$ cat src/logic/dupmem_pkg.sv
package dupmem_pkg;

  // ------------------------------------------------------------------------
  // default geometry
  // ------------------------------------------------------------------------
  localparam int DEF_WIDTH      = 32;   // data bits per word.
  localparam int DEF_NUMRDPT    = 2;    // read ports, one replica each.
  localparam int DEF_NUMADDR    = 8192;
  localparam int DEF_NUMVBNK    = 8;    // any count, not only powers of two.
  localparam int DEF_NUMVROW    = (DEF_NUMADDR + DEF_NUMVBNK - 1) / DEF_NUMVBNK;
  localparam int DEF_SRAM_DELAY = 2;    // bank read latency.
  localparam int DEF_FLOPIN     = 0;
  localparam int DEF_FLOPOUT    = 1;

  // ------------------------------------------------------------------------
  // address split
  // ------------------------------------------------------------------------
  // Consecutive addresses rotate over the banks, so a linear sweep
  // touches every bank before it reuses one.
  function automatic int unsigned vbank_of(
    input int unsigned adr,
    input int unsigned nvbnk
  );
    return adr % nvbnk;
  endfunction

  function automatic int unsigned vrow_of(
    input int unsigned adr,
    input int unsigned nvbnk
  );
    return adr / nvbnk;
  endfunction

endpackage

$ cat src/logic/dupmem_req_decode.sv
`timescale 1ns/1ps

module dupmem_req_decode
  import dupmem_pkg::*;
#(
  parameter int WIDTH   = DEF_WIDTH,
  parameter int NUMRDPT = DEF_NUMRDPT,
  parameter int NUMADDR = DEF_NUMADDR,
  parameter int NUMVBNK = DEF_NUMVBNK,
  parameter int NUMVROW = DEF_NUMVROW,
  parameter int FLOPIN  = DEF_FLOPIN
) (
  input  logic                       clk,
  input  logic                       rst,
  input  logic                       write,
  input  logic [$clog2(NUMADDR)-1:0] wr_adr,
  input  logic [WIDTH-1:0]           din,
  input  logic [WIDTH-1:0]           bw,
  input  logic [NUMRDPT-1:0]         read,
  input  logic [NUMRDPT*$clog2(NUMADDR)-1:0] rd_adr,
  output logic [NUMVBNK-1:0]         bank_we,
  output logic [((NUMVROW > 1) ? $clog2(NUMVROW) : 1)-1:0] bank_wrow,
  output logic [WIDTH-1:0]           bank_din,
  output logic [WIDTH-1:0]           bank_bw,
  output logic [NUMRDPT*NUMVBNK-1:0] bank_re,
  output logic [NUMRDPT*((NUMVROW > 1) ? $clog2(NUMVROW) : 1)-1:0] bank_rrow,
  output logic [NUMRDPT-1:0]         req_vld,
  output logic [NUMRDPT*((NUMVBNK > 1) ? $clog2(NUMVBNK) : 1)-1:0] bank_sel
);

  localparam int BITADDR = $clog2(NUMADDR);
  localparam int BITVBNK = (NUMVBNK > 1) ? $clog2(NUMVBNK) : 1;
  localparam int BITVROW = (NUMVROW > 1) ? $clog2(NUMVROW) : 1;

  logic                       wr_q;
  logic [BITADDR-1:0]         wr_adr_q;
  logic [NUMRDPT-1:0]         rd_q;
  logic [NUMRDPT*BITADDR-1:0] rd_adr_q;
  logic [BITVBNK-1:0]         wr_bank;

  // --------------------------------------------------------------------------
  // optional input stage
  // --------------------------------------------------------------------------
  if (FLOPIN != 0) begin : g_flopin
    always_ff @(posedge clk) begin
      if (rst) begin
        wr_q <= 1'b0;
        rd_q <= '0;
      end else begin
        wr_q <= write;
        rd_q <= read;
      end
    end

    always_ff @(posedge clk) begin
      wr_adr_q <= wr_adr;
      bank_din <= din;
      bank_bw  <= bw;
      rd_adr_q <= rd_adr;
    end
  end else begin : g_noflop
    assign wr_q     = write;
    assign rd_q     = read;
    assign wr_adr_q = wr_adr;
    assign bank_din = din;
    assign bank_bw  = bw;
    assign rd_adr_q = rd_adr;
  end

  // --------------------------------------------------------------------------
  // write side, shared by every replica
  // --------------------------------------------------------------------------
  assign wr_bank   = BITVBNK'(vbank_of(wr_adr_q, NUMVBNK));
  assign bank_wrow = BITVROW'(vrow_of(wr_adr_q, NUMVBNK));

  for (genvar b = 0; b < NUMVBNK; b++) begin : g_wbank
    assign bank_we[b] = wr_q && (wr_bank == BITVBNK'(b)); // one-hot.
  end

  // --------------------------------------------------------------------------
  // read side, port p drives replica p only
  // --------------------------------------------------------------------------
  for (genvar p = 0; p < NUMRDPT; p++) begin : g_port
    logic [BITADDR-1:0] adr;
    logic [BITVBNK-1:0] bank;

    assign adr  = rd_adr_q[p*BITADDR +: BITADDR];
    assign bank = BITVBNK'(vbank_of(adr, NUMVBNK));

    assign bank_rrow[p*BITVROW +: BITVROW] = BITVROW'(vrow_of(adr, NUMVBNK));
    assign bank_sel[p*BITVBNK +: BITVBNK]  = bank; // follows the read to the mux.

    for (genvar b = 0; b < NUMVBNK; b++) begin : g_rbank
      assign bank_re[p*NUMVBNK + b] = rd_q[p] && (bank == BITVBNK'(b));
    end
  end

  assign req_vld = rd_q;

endmodule

$ cat config.mk
export PLATFORM = sky130hd
export DESIGN_NAME = dupmem_req_decode
export DESIGN_NICKNAME = d
export VERILOG_FILES = /design/src/logic/dupmem_pkg.sv /design/src/logic/dupmem_req_decode.sv
export SDC_FILE = /design/constraint.sdc
export NUM_CORES = 1
export LEC_CHECK = 0
export BUFFER_PORTS_ARGS = -buffer_cell sky130_fd_sc_hd__buf_2
export CAP_MARGIN = 10
export CORE_AREA = 8 8 86 88
export DETAILED_ROUTE_END_ITERATION = 10
export DIE_AREA = 0 0 94 96
export PLACE_DENSITY_LB_ADDON = 0.25
export SLEW_MARGIN = 15
export SYNTH_ARGS = -nofsm -noshare
export SYNTH_HDL_FRONTEND = slang
export SYNTH_SLANG_ARGS = --single-unit
$ cat constraint.sdc
create_clock -name vclk -period 0.95
set_input_delay 0.285 -clock vclk [all_inputs]
set_output_delay 0.285 -clock vclk [all_outputs]
set_load 0.02 [all_outputs]
==> impl_results.md <==
- Post-synthesis cell count: 126
- Die extent in y: 96 um
- Detailed-route via count: 609
- Area post-placement: 646.9 um2
- Status: finished with violations
- Vias/cell: 3.955
- Max-slew violations: 0
- Final worst slack: -166.0 ps
- Hold Vio Cnt, Final: 0
- Hold Startpoint: bw[19]
- Total power: 0.4216 mW
- Cell area after synthesis: 1055 um2
- FFs & Latches: 0
- Commonest cells in the netlist: buf_4 (102), and4b_2 (9), and4bb_2 (9)
- Total Wirelength: 2504 um
- Max stage delay on crit path: 260 ps
- Worst Hold Endpoint: bank_bw[19]
- Register Area: 0 um2
- Final Critical Period: 1116 ps
- CP Class: primary input to output port
- Synthesis-to-finish area growth: 8.066%
- Peak supply drop: 0.1416 mV
- Failing checks: negative setup slack
- Post-synth top area share: 72.60%
- ANT nets after route: 0
- Port bufs: 44
- DRC Markers: 0
- Io pins: 234
- Design area: 1140 um2
- Initial antenna violation count: 0
- Pwr/cell area: 369.9 nW/um2
- Sequential-to-total area share from yosys stat: 0%
- Worst Path Required: 660 ps
- Global placer's final weighted congestion: 0.7129
- Gr ovfl total: 0
- Max-Cap Viols: 0
- Die area: 9024 um2
- Largest net degree at the start of global routing: 10
- Crit-path slowest cell: nor4b_4
- Cts hold-fix bufs: 0
- Starting DRT DRC Count: 2
- Final worst path period share: 117.5%
- DIE WIDTH: 94 um
- Worst setup EP type: output port
- Pre-Repair DR Iteration Count: 2
- Hold Crit Depth: 0
- Fin nets: 187
- N_diodes: 0
- Worst EP arrival: 830 ps
- Unrepaired setup endpoints after global routing: true
- Synth Net Count: 234
- Hold Crit Class: primary input to output port
- Synth top area cells: buf_4 (73%), and4bb_2 (11%), and4b_2 (9.6%)
- FMAX: 896.1 MHz
- Number of unique standard cell types used by synthesis: 5
- Yosys warnings: 0
- Synth area leader: buf_4
- # fillers: 666
- Mean Syn Cell Area: 8.371 um2
- Rows: 29
- Vias in the first global route: 669
- Crit path max fanout: 8
- Crit-path cells: buf_12, nor4b_4, buf_4
- Layout cells sized above 1: 100.0%
- Half-perimeter wire length after placement: 1718 um
- Initial Util: 17.30%
- Startpoint class of the critical path: primary input
- Leak: 0.4985 nW
- Setup violators final: 24
- Slew @ Worst Pin: 188.9 ps
- Most frequent cell after synthesis: buf_4
- Total GRT Usage: 4.483%
- Clkbuf count: 0
- Max_slew headroom: 87.36%
- Core area: 6096 um2
- Routed wire per std cell: 16.26 um
- First-pass GRT wire length: 3415 um
## repair_timing
action,4_1_cts,5_1_grt
buffers inserted,1,0
pin swaps,16,6
cloned,5,2
gates resized for setup,95,4
endpoints found under the setup margin,26,24
## critical path, delay by kind of cell
kind | cells | cell delay [ps]
buffers and inverters | 2 | 290
AND/OR/NAND/NOR | 1 | 260
## through the flow
stage | std cells | TNS [ps] | hold WS (ps) | worst slack (ps) | utilization, %
2_1_floorplan | 126 | -30.87 | 607.0 | -10.29 | -
3_3_place_gp | 147 | -5044 | 570.1 | -239.7 | 10.61
3_5_place_dp | 147 | -5242 | 570.1 | -257.1 | 10.61
4_1_cts | 152 | -2910 | 570.1 | -163.2 | 17.57
5_1_grt | 154 | -3213 | 570.0 | -195.3 | 18.70
6_report | 154 | -2899 | 570.0 | -166.0 | 18.70
## how the worst max path moves through the flow
stage	from	to	slack, ps	depth (start not counted)
global route	rd_adr[15]	bank_re[8]	-200	3
CTS	rd_adr[15]	bank_re[8]	-160	3
detailed placement	rd_adr[0]	bank_re[4]	-260	3
floorplan	rd_adr[0]	bank_re[0]	-10	1
finish	wr_adr[0]	bank_we[0]	-170	3
global placement	rd_adr[1]	bank_re[4]	-240	3
## layer usage
metal | global-route usage (%) | part of all wire [%] | vias up
met1 | 3.507 | 28 | 276
met4 | 5.020 | 9.8 | 0
li1 | - | - | 229
met3 | 2.496 | 17 | 42
met5 | 0 | 0 | -
met2 | 7.468 | 45 | 62
## power by group
| group | switching [mW] | internal, mW | leakage [nW] | total [mW] |
|---|---|---|---|---|
| Clock | 0 | 0 | 0 | 0 |
| Combinational | 0.152 | 0.269 | 0.498 | 0.422 |
| Sequential | 0 | 0 | 0 | 0 |
## kinds of logic after synthesis
logic type	count (synthesis)	share of synthesized area (%)
and+or+nand+nor	24	27.40
buffers and inverters	102	72.60
## layout by cell type (no fill, tap or decap)
cell and instances:
buf_16 5, buf_12 6, clkbuf_16 2, and4_4 3, nor4b_4 3, buf_2 6, and4b_2 9, buf_8 5
and4bb_2 9, buf_6 25, buf_4 4
## area by class of cell
| cell class | instances | area, um2 | area share, % |
|---|---|---|---|
| tap | 77 | 96.34 | 8.452 |
| timing repair buffer | 53 | 724.4 | 63.56 |
| multi-input combinational | 24 | 319.1 | 27.99 |
(Power assumes the default switching activity.)
