`src/logic/dupmem_pkg.sv`:
```
package dupmem_pkg;

  // ------------------------------------------------------------------------
  // default geometry
  // ------------------------------------------------------------------------
  localparam int DEF_WIDTH      = 32;   // data bits per word.
  localparam int DEF_NUMRDPT    = 2;    // read ports, one replica each.
  localparam int DEF_NUMADDR    = 8192;
  localparam int DEF_NUMVBNK    = 8;    // any count, not only powers of two.
  localparam int DEF_NUMVROW    = (DEF_NUMADDR + DEF_NUMVBNK - 1) / DEF_NUMVBNK;
  localparam int DEF_SRAM_DELAY = 2;    // bank read latency.
  localparam int DEF_FLOPIN     = 0;
  localparam int DEF_FLOPOUT    = 1;

  // ------------------------------------------------------------------------
  // address split
  // ------------------------------------------------------------------------
  // Consecutive addresses rotate over the banks, so a linear sweep
  // touches every bank before it reuses one.
  function automatic int unsigned vbank_of(
    input int unsigned adr,
    input int unsigned nvbnk
  );
    return adr % nvbnk;
  endfunction

  function automatic int unsigned vrow_of(
    input int unsigned adr,
    input int unsigned nvbnk
  );
    return adr / nvbnk;
  endfunction

endpackage

```
`src/logic/dupmem_read_return.sv`:
```
`timescale 1ns/1ps

module dupmem_read_return
  import dupmem_pkg::*;
#(
  parameter int WIDTH      = DEF_WIDTH,
  parameter int NUMRDPT    = DEF_NUMRDPT,
  parameter int NUMVBNK    = DEF_NUMVBNK,
  parameter int SRAM_DELAY = DEF_SRAM_DELAY,
  parameter int FLOPOUT    = DEF_FLOPOUT
) (
  input  logic                             clk,
  input  logic                             rst,
  input  logic [NUMRDPT-1:0]               req_vld,
  input  logic [NUMRDPT*((NUMVBNK > 1) ? $clog2(NUMVBNK) : 1)-1:0] bank_sel,
  input  logic [NUMRDPT*NUMVBNK*WIDTH-1:0] bank_dout,
  output logic [NUMRDPT-1:0]               rd_vld,
  output logic [NUMRDPT*WIDTH-1:0]         rd_dout
);

  localparam int BITVBNK = (NUMVBNK > 1) ? $clog2(NUMVBNK) : 1;

  logic [NUMRDPT-1:0]         vld_d;
  logic [NUMRDPT*BITVBNK-1:0] sel_d;
  logic [NUMRDPT*WIDTH-1:0]   dout_mux;

  // --------------------------------------------------------------------------
  // match the bank latency
  // --------------------------------------------------------------------------
  if (SRAM_DELAY > 0) begin : g_dly
    logic [NUMRDPT-1:0]         vld_pipe [SRAM_DELAY];
    logic [NUMRDPT*BITVBNK-1:0] sel_pipe [SRAM_DELAY];

    always_ff @(posedge clk) begin
      if (rst) begin
        for (int i = 0; i < SRAM_DELAY; i++) begin
          vld_pipe[i] <= '0;
        end
      end else begin
        vld_pipe[0] <= req_vld;
        for (int i = 1; i < SRAM_DELAY; i++) begin
          vld_pipe[i] <= vld_pipe[i-1];
        end
      end
    end

    always_ff @(posedge clk) begin
      sel_pipe[0] <= bank_sel;
      for (int i = 1; i < SRAM_DELAY; i++) begin
        sel_pipe[i] <= sel_pipe[i-1];
      end
    end

    assign vld_d = vld_pipe[SRAM_DELAY-1];
    assign sel_d = sel_pipe[SRAM_DELAY-1];
  end else begin : g_nodly
    assign vld_d = req_vld;
    assign sel_d = bank_sel;
  end

  // port p only ever looks at replica p.
  for (genvar p = 0; p < NUMRDPT; p++) begin : g_mux
    logic [BITVBNK-1:0] sel;

    assign sel = sel_d[p*BITVBNK +: BITVBNK];
    assign dout_mux[p*WIDTH +: WIDTH] = bank_dout[(p*NUMVBNK + int'(sel))*WIDTH +: WIDTH];
  end

  // --------------------------------------------------------------------------
  // optional output stage
  // --------------------------------------------------------------------------
  if (FLOPOUT != 0) begin : g_flopout
    always_ff @(posedge clk) begin
      if (rst) begin
        rd_vld <= '0;
      end else begin
        rd_vld <= vld_d;
      end
    end

    always_ff @(posedge clk) begin
      rd_dout <= dout_mux;
    end
  end else begin : g_noflop
    assign rd_vld  = vld_d;
    assign rd_dout = dout_mux;
  end

endmodule

```
`config.mk`:
```
export PLATFORM = sky130hd
export DESIGN_NAME = dupmem_read_return
export DESIGN_NICKNAME = d
export VERILOG_FILES = /design/src/logic/dupmem_pkg.sv /design/src/logic/dupmem_read_return.sv
export SDC_FILE = /design/constraint.sdc
export NUM_CORES = 1
export LEC_CHECK = 0
export BUFFER_PORTS_ARGS = -buffer_cell sky130_fd_sc_hd__buf_2
export CAP_MARGIN = 20
export CORE_AREA = 2 2 229 231
export CTS_CLUSTER_SIZE = 28
export DETAILED_ROUTE_END_ITERATION = 10
export DIE_AREA = 0 0 231 233
export PLACE_DENSITY = 0.41
export SYNTH_ARGS = -nofsm -noshare
export SYNTH_HDL_FRONTEND = slang
export SYNTH_SLANG_ARGS = --single-unit
```
`constraint.sdc`:
```
create_clock -name clk -period 3.3 [get_ports clk]
set_input_delay 0.33 -clock clk [delete_from_list [all_inputs] [get_ports clk]]
set_output_delay 0.33 -clock clk [all_outputs]
set_load 0.005 [all_outputs]
```
==> results.toml <==
[sta]
tightest_slew_ns = 1.10
setup_total_negative_slack_ns = 0
final_max_slew_viol_count = 0
setup_repair_after_global_routing_missed_its_margin = "no"
fmax_mhz = 473
timing.final.crit_period_ns = 2.11
slew-limit-headroom = 0.265
fin_worst_skew_ns = 0.0114
post-route-period-util = 0.640
setup_viol = 0
finalHoldViolations = 0

[synthesis]
synth.cells.most_frequent = "82 x sky130_fd_sc_hd__dfxtp_1, 72 x sky130_fd_sc_hd__mux4_2, 56 x sky130_fd_sc_hd__mux4_1"
seq_area_frac_synth = 0.279
synth.area.top_cells = "sky130_fd_sc_hd__dfxtp_1 28%, sky130_fd_sc_hd__mux4_2 28%, sky130_fd_sc_hd__mux4_1 25%"
postSynthAreaPerCell_sq_um = 18.6
netlist_instances = 316
synth.net_count = 838
synth_async_sr_flop_share = 0
most_frequent_cell_after_synthesis = "sky130_fd_sc_hd__dfxtp_1"
ys_ff_latch = 82
synth.yosys.warnings = 0
dominantRegCellSynth = "sky130_fd_sc_hd__dfxtp_1"
count_of_flip_flops_with_a_built_in_enable_after_synthesis = 0
synthDominantCellAreaShare = 0.279
number_of_different_library_cells_in_the_post_synthesis_netlist = 12
post_synth_instance_area_sq_um = 5890
synth_area_leader_cell = "sky130_fd_sc_hd__dfxtp_1"

[die]
dieWidth_um = 231
die-area_sq_um = 53800
die_y_um = 233
initial_utilization = 0.115
floorplan.io_pins = 588
std_cell_rows = 83
design.core.area_sq_um = 51100

[pwr]
pwr_dens_nw_per_um2 = 339
irDropWorstVdd_mv = 0.253
leakage_nw = 4.69

[routing]
drt_pre_antenna_iters = 4
avgViaCountPerCell = 3.79
first_iter_violations = 176
routed-via-count = 6028
routed_wirelength_um = 34600
detailroute.wirelength.met2_um = 18200
wl_cell_um = 21.8
drc = 0
route.top_layer_used = "met5"
final_antenna_net_count = 0
met3_length_um = 3650
wl_met1_um = 11100

[critical_path]
cp-end-kind = "flop"
worst_path_arrival_time_ns = 2.38
timing.setup.critical_path_class = "flop to flop"
worst-path-max-fanout = 43
worst-endpoint-required_ns = 3.57
crit_path_start_kind = "flop"

[finish]
area.growth.synth_to_final_pct = 68.4
fillCellCount = 5647
final_layout_size_suffix_gt1_frac = 0.845
final_nets = 1415
design_area_sq_um = 9910

[clock_network]
clk_root_buffer_cell = "sky130_fd_sc_hd__clkbuf_16"
cts_resized = 0
post_cts_buffers = 0
holdBufCountCts = 0
clock_latency_ns = 0.38
cts.path.max_buffers = 2
htreeDepth = 3
cts.sinks = 82
cts_tree = "built"
cts_inserted_buffers = 9
cts.clk_slew.worst_paths_ns = 0.07

[place]
portBuffers = 587
detailed_place_hpwl_um = 30300
gpl.final_weighted_congestion = 0.857
postPlaceCellArea_sq_um = 9550

[run_status]
outcome = "finished, final reports clean"

[grt]
first_global_vias = 6518
grt_pass1_wl_um = 45100
grt.total_usage = 0.123
grt.overflow.total = 0
largest_net_degree_at_the_start_of_global_routing = 44
antenna_found_initial = 39

[job]
max_cap_viol_count = 0

[hold_path]
hold_path_class = "input pin to flop"
state kept, by name, indices dropped and copies added, names as in the netlist:
register	flops
rd_dout	64
rd_vld	2
g_dly.sel_pipe	12
g_dly.vld_pipe	4
layout make-up:
type	count	area, sq um	share of cell area
clock buffers	11	243	0.0245
multi-input cells	198	3970	0.401
well taps	680	851	0.0858
clock inverters	5	85.1	0.00858
repair buffers	602	3080	0.310
diodes	13	32.5	0.00328
flip-flops and latches	82	1650	0.167
path summary, 6_finish.rpt:
| kind | to | slack (ns) | start | cells after the start |
|---|---|---|---|---|
| setup / recovery | rd_dout[10]$_DFF_P_ | 1.19 | g_dly.sel_pipe[0][6]$_DFF_P_ | 3 |
| hold / removal | g_dly.sel_pipe[0][1]$_DFF_P_ | 0.05 | bank_sel[1] | 1 |
| setup reg to reg | rd_dout[10]$_DFF_P_ | 1.19 | g_dly.sel_pipe[0][6]$_DFF_P_ | 3 |
| hold reg to reg | g_dly.sel_pipe[0][10]$_DFF_P_ | 0.33 | g_dly.sel_pipe[0][4]$_DFF_P_ | 0 |
placed cells by master (no fill, tap or decap):
master | netlist | layout
sky130_fd_sc_hd__buf_2 | 12 | 587
sky130_fd_sc_hd__dfxtp_1 | 82 | 76
sky130_fd_sc_hd__mux4_2 | 72 | 72
sky130_fd_sc_hd__mux4_1 | 56 | 56
sky130_fd_sc_hd__mux2_2 | 32 | 32
sky130_fd_sc_hd__mux2_4 | 32 | 32
sky130_fd_sc_hd__diode_2 | 0 | 13
sky130_fd_sc_hd__buf_4 | 0 | 13
sky130_fd_sc_hd__clkbuf_16 | 0 | 9
sky130_fd_sc_hd__nor2b_1 | 6 | 6
sky130_fd_sc_hd__dfxtp_2 | 0 | 4
sky130_fd_sc_hd__inv_6 | 0 | 2
sky130_fd_sc_hd__bufinv_16 | 0 | 2
sky130_fd_sc_hd__dfxtp_4 | 0 | 2
sky130_fd_sc_hd__buf_12 | 2 | 2
sky130_fd_sc_hd__clkbuf_8 | 0 | 1
sky130_fd_sc_hd__clkbuf_1 | 6 | 1
sky130_fd_sc_hd__clkinvlp_4 | 0 | 1
stage by stage:
stage	instances	setup WS [ns]	utilization	hold slack (ns)	total power [mW]
4_1_cts	1578	1.13	0.193	0.00685	3.47
2_1_floorplan	316	1.77	-	0.310	1.65
6_report	1591	1.19	0.194	0.0472	3.36
5_1_grt	1588	1.08	0.194	0.0148	3.55
3_5_place_dp	1562	1.13	0.187	0.312	2.23
3_3_place_gp	1562	1.14	0.187	0.312	2.22
critical path: stages, from the launching register on:
cell and delay [ns]:
sky130_fd_sc_hd__dfxtp_4 0.84, sky130_fd_sc_hd__buf_4 0.28, sky130_fd_sc_hd__mux4_1 0.56, sky130_fd_sc_hd__mux2_4 0.27
power breakdown:
group,internal (mW),leakage [nW],switching (mW)
Combinational,0.646,3.84,0.324
Sequential,1.10,0.691,0.106
Clock,0.690,0.157,0.491
Total,2.44,4.69,0.921
per-layer routing:
metal / vias to the layer above / GRT usage
met2: 434 / 0.227
met4: 26 / 0.0740
li1: 2596 / -
met3: 83 / 0.0538
met1: 2889 / 0.111
met5: - / 0
cells by family after synthesis:
family | synth area share
and+or+nand+nor | 0.00638
DFF | 0.279
buffers and inverters | 0.0465
muxes | 0.668
Power figures use the tool's default switching activity.
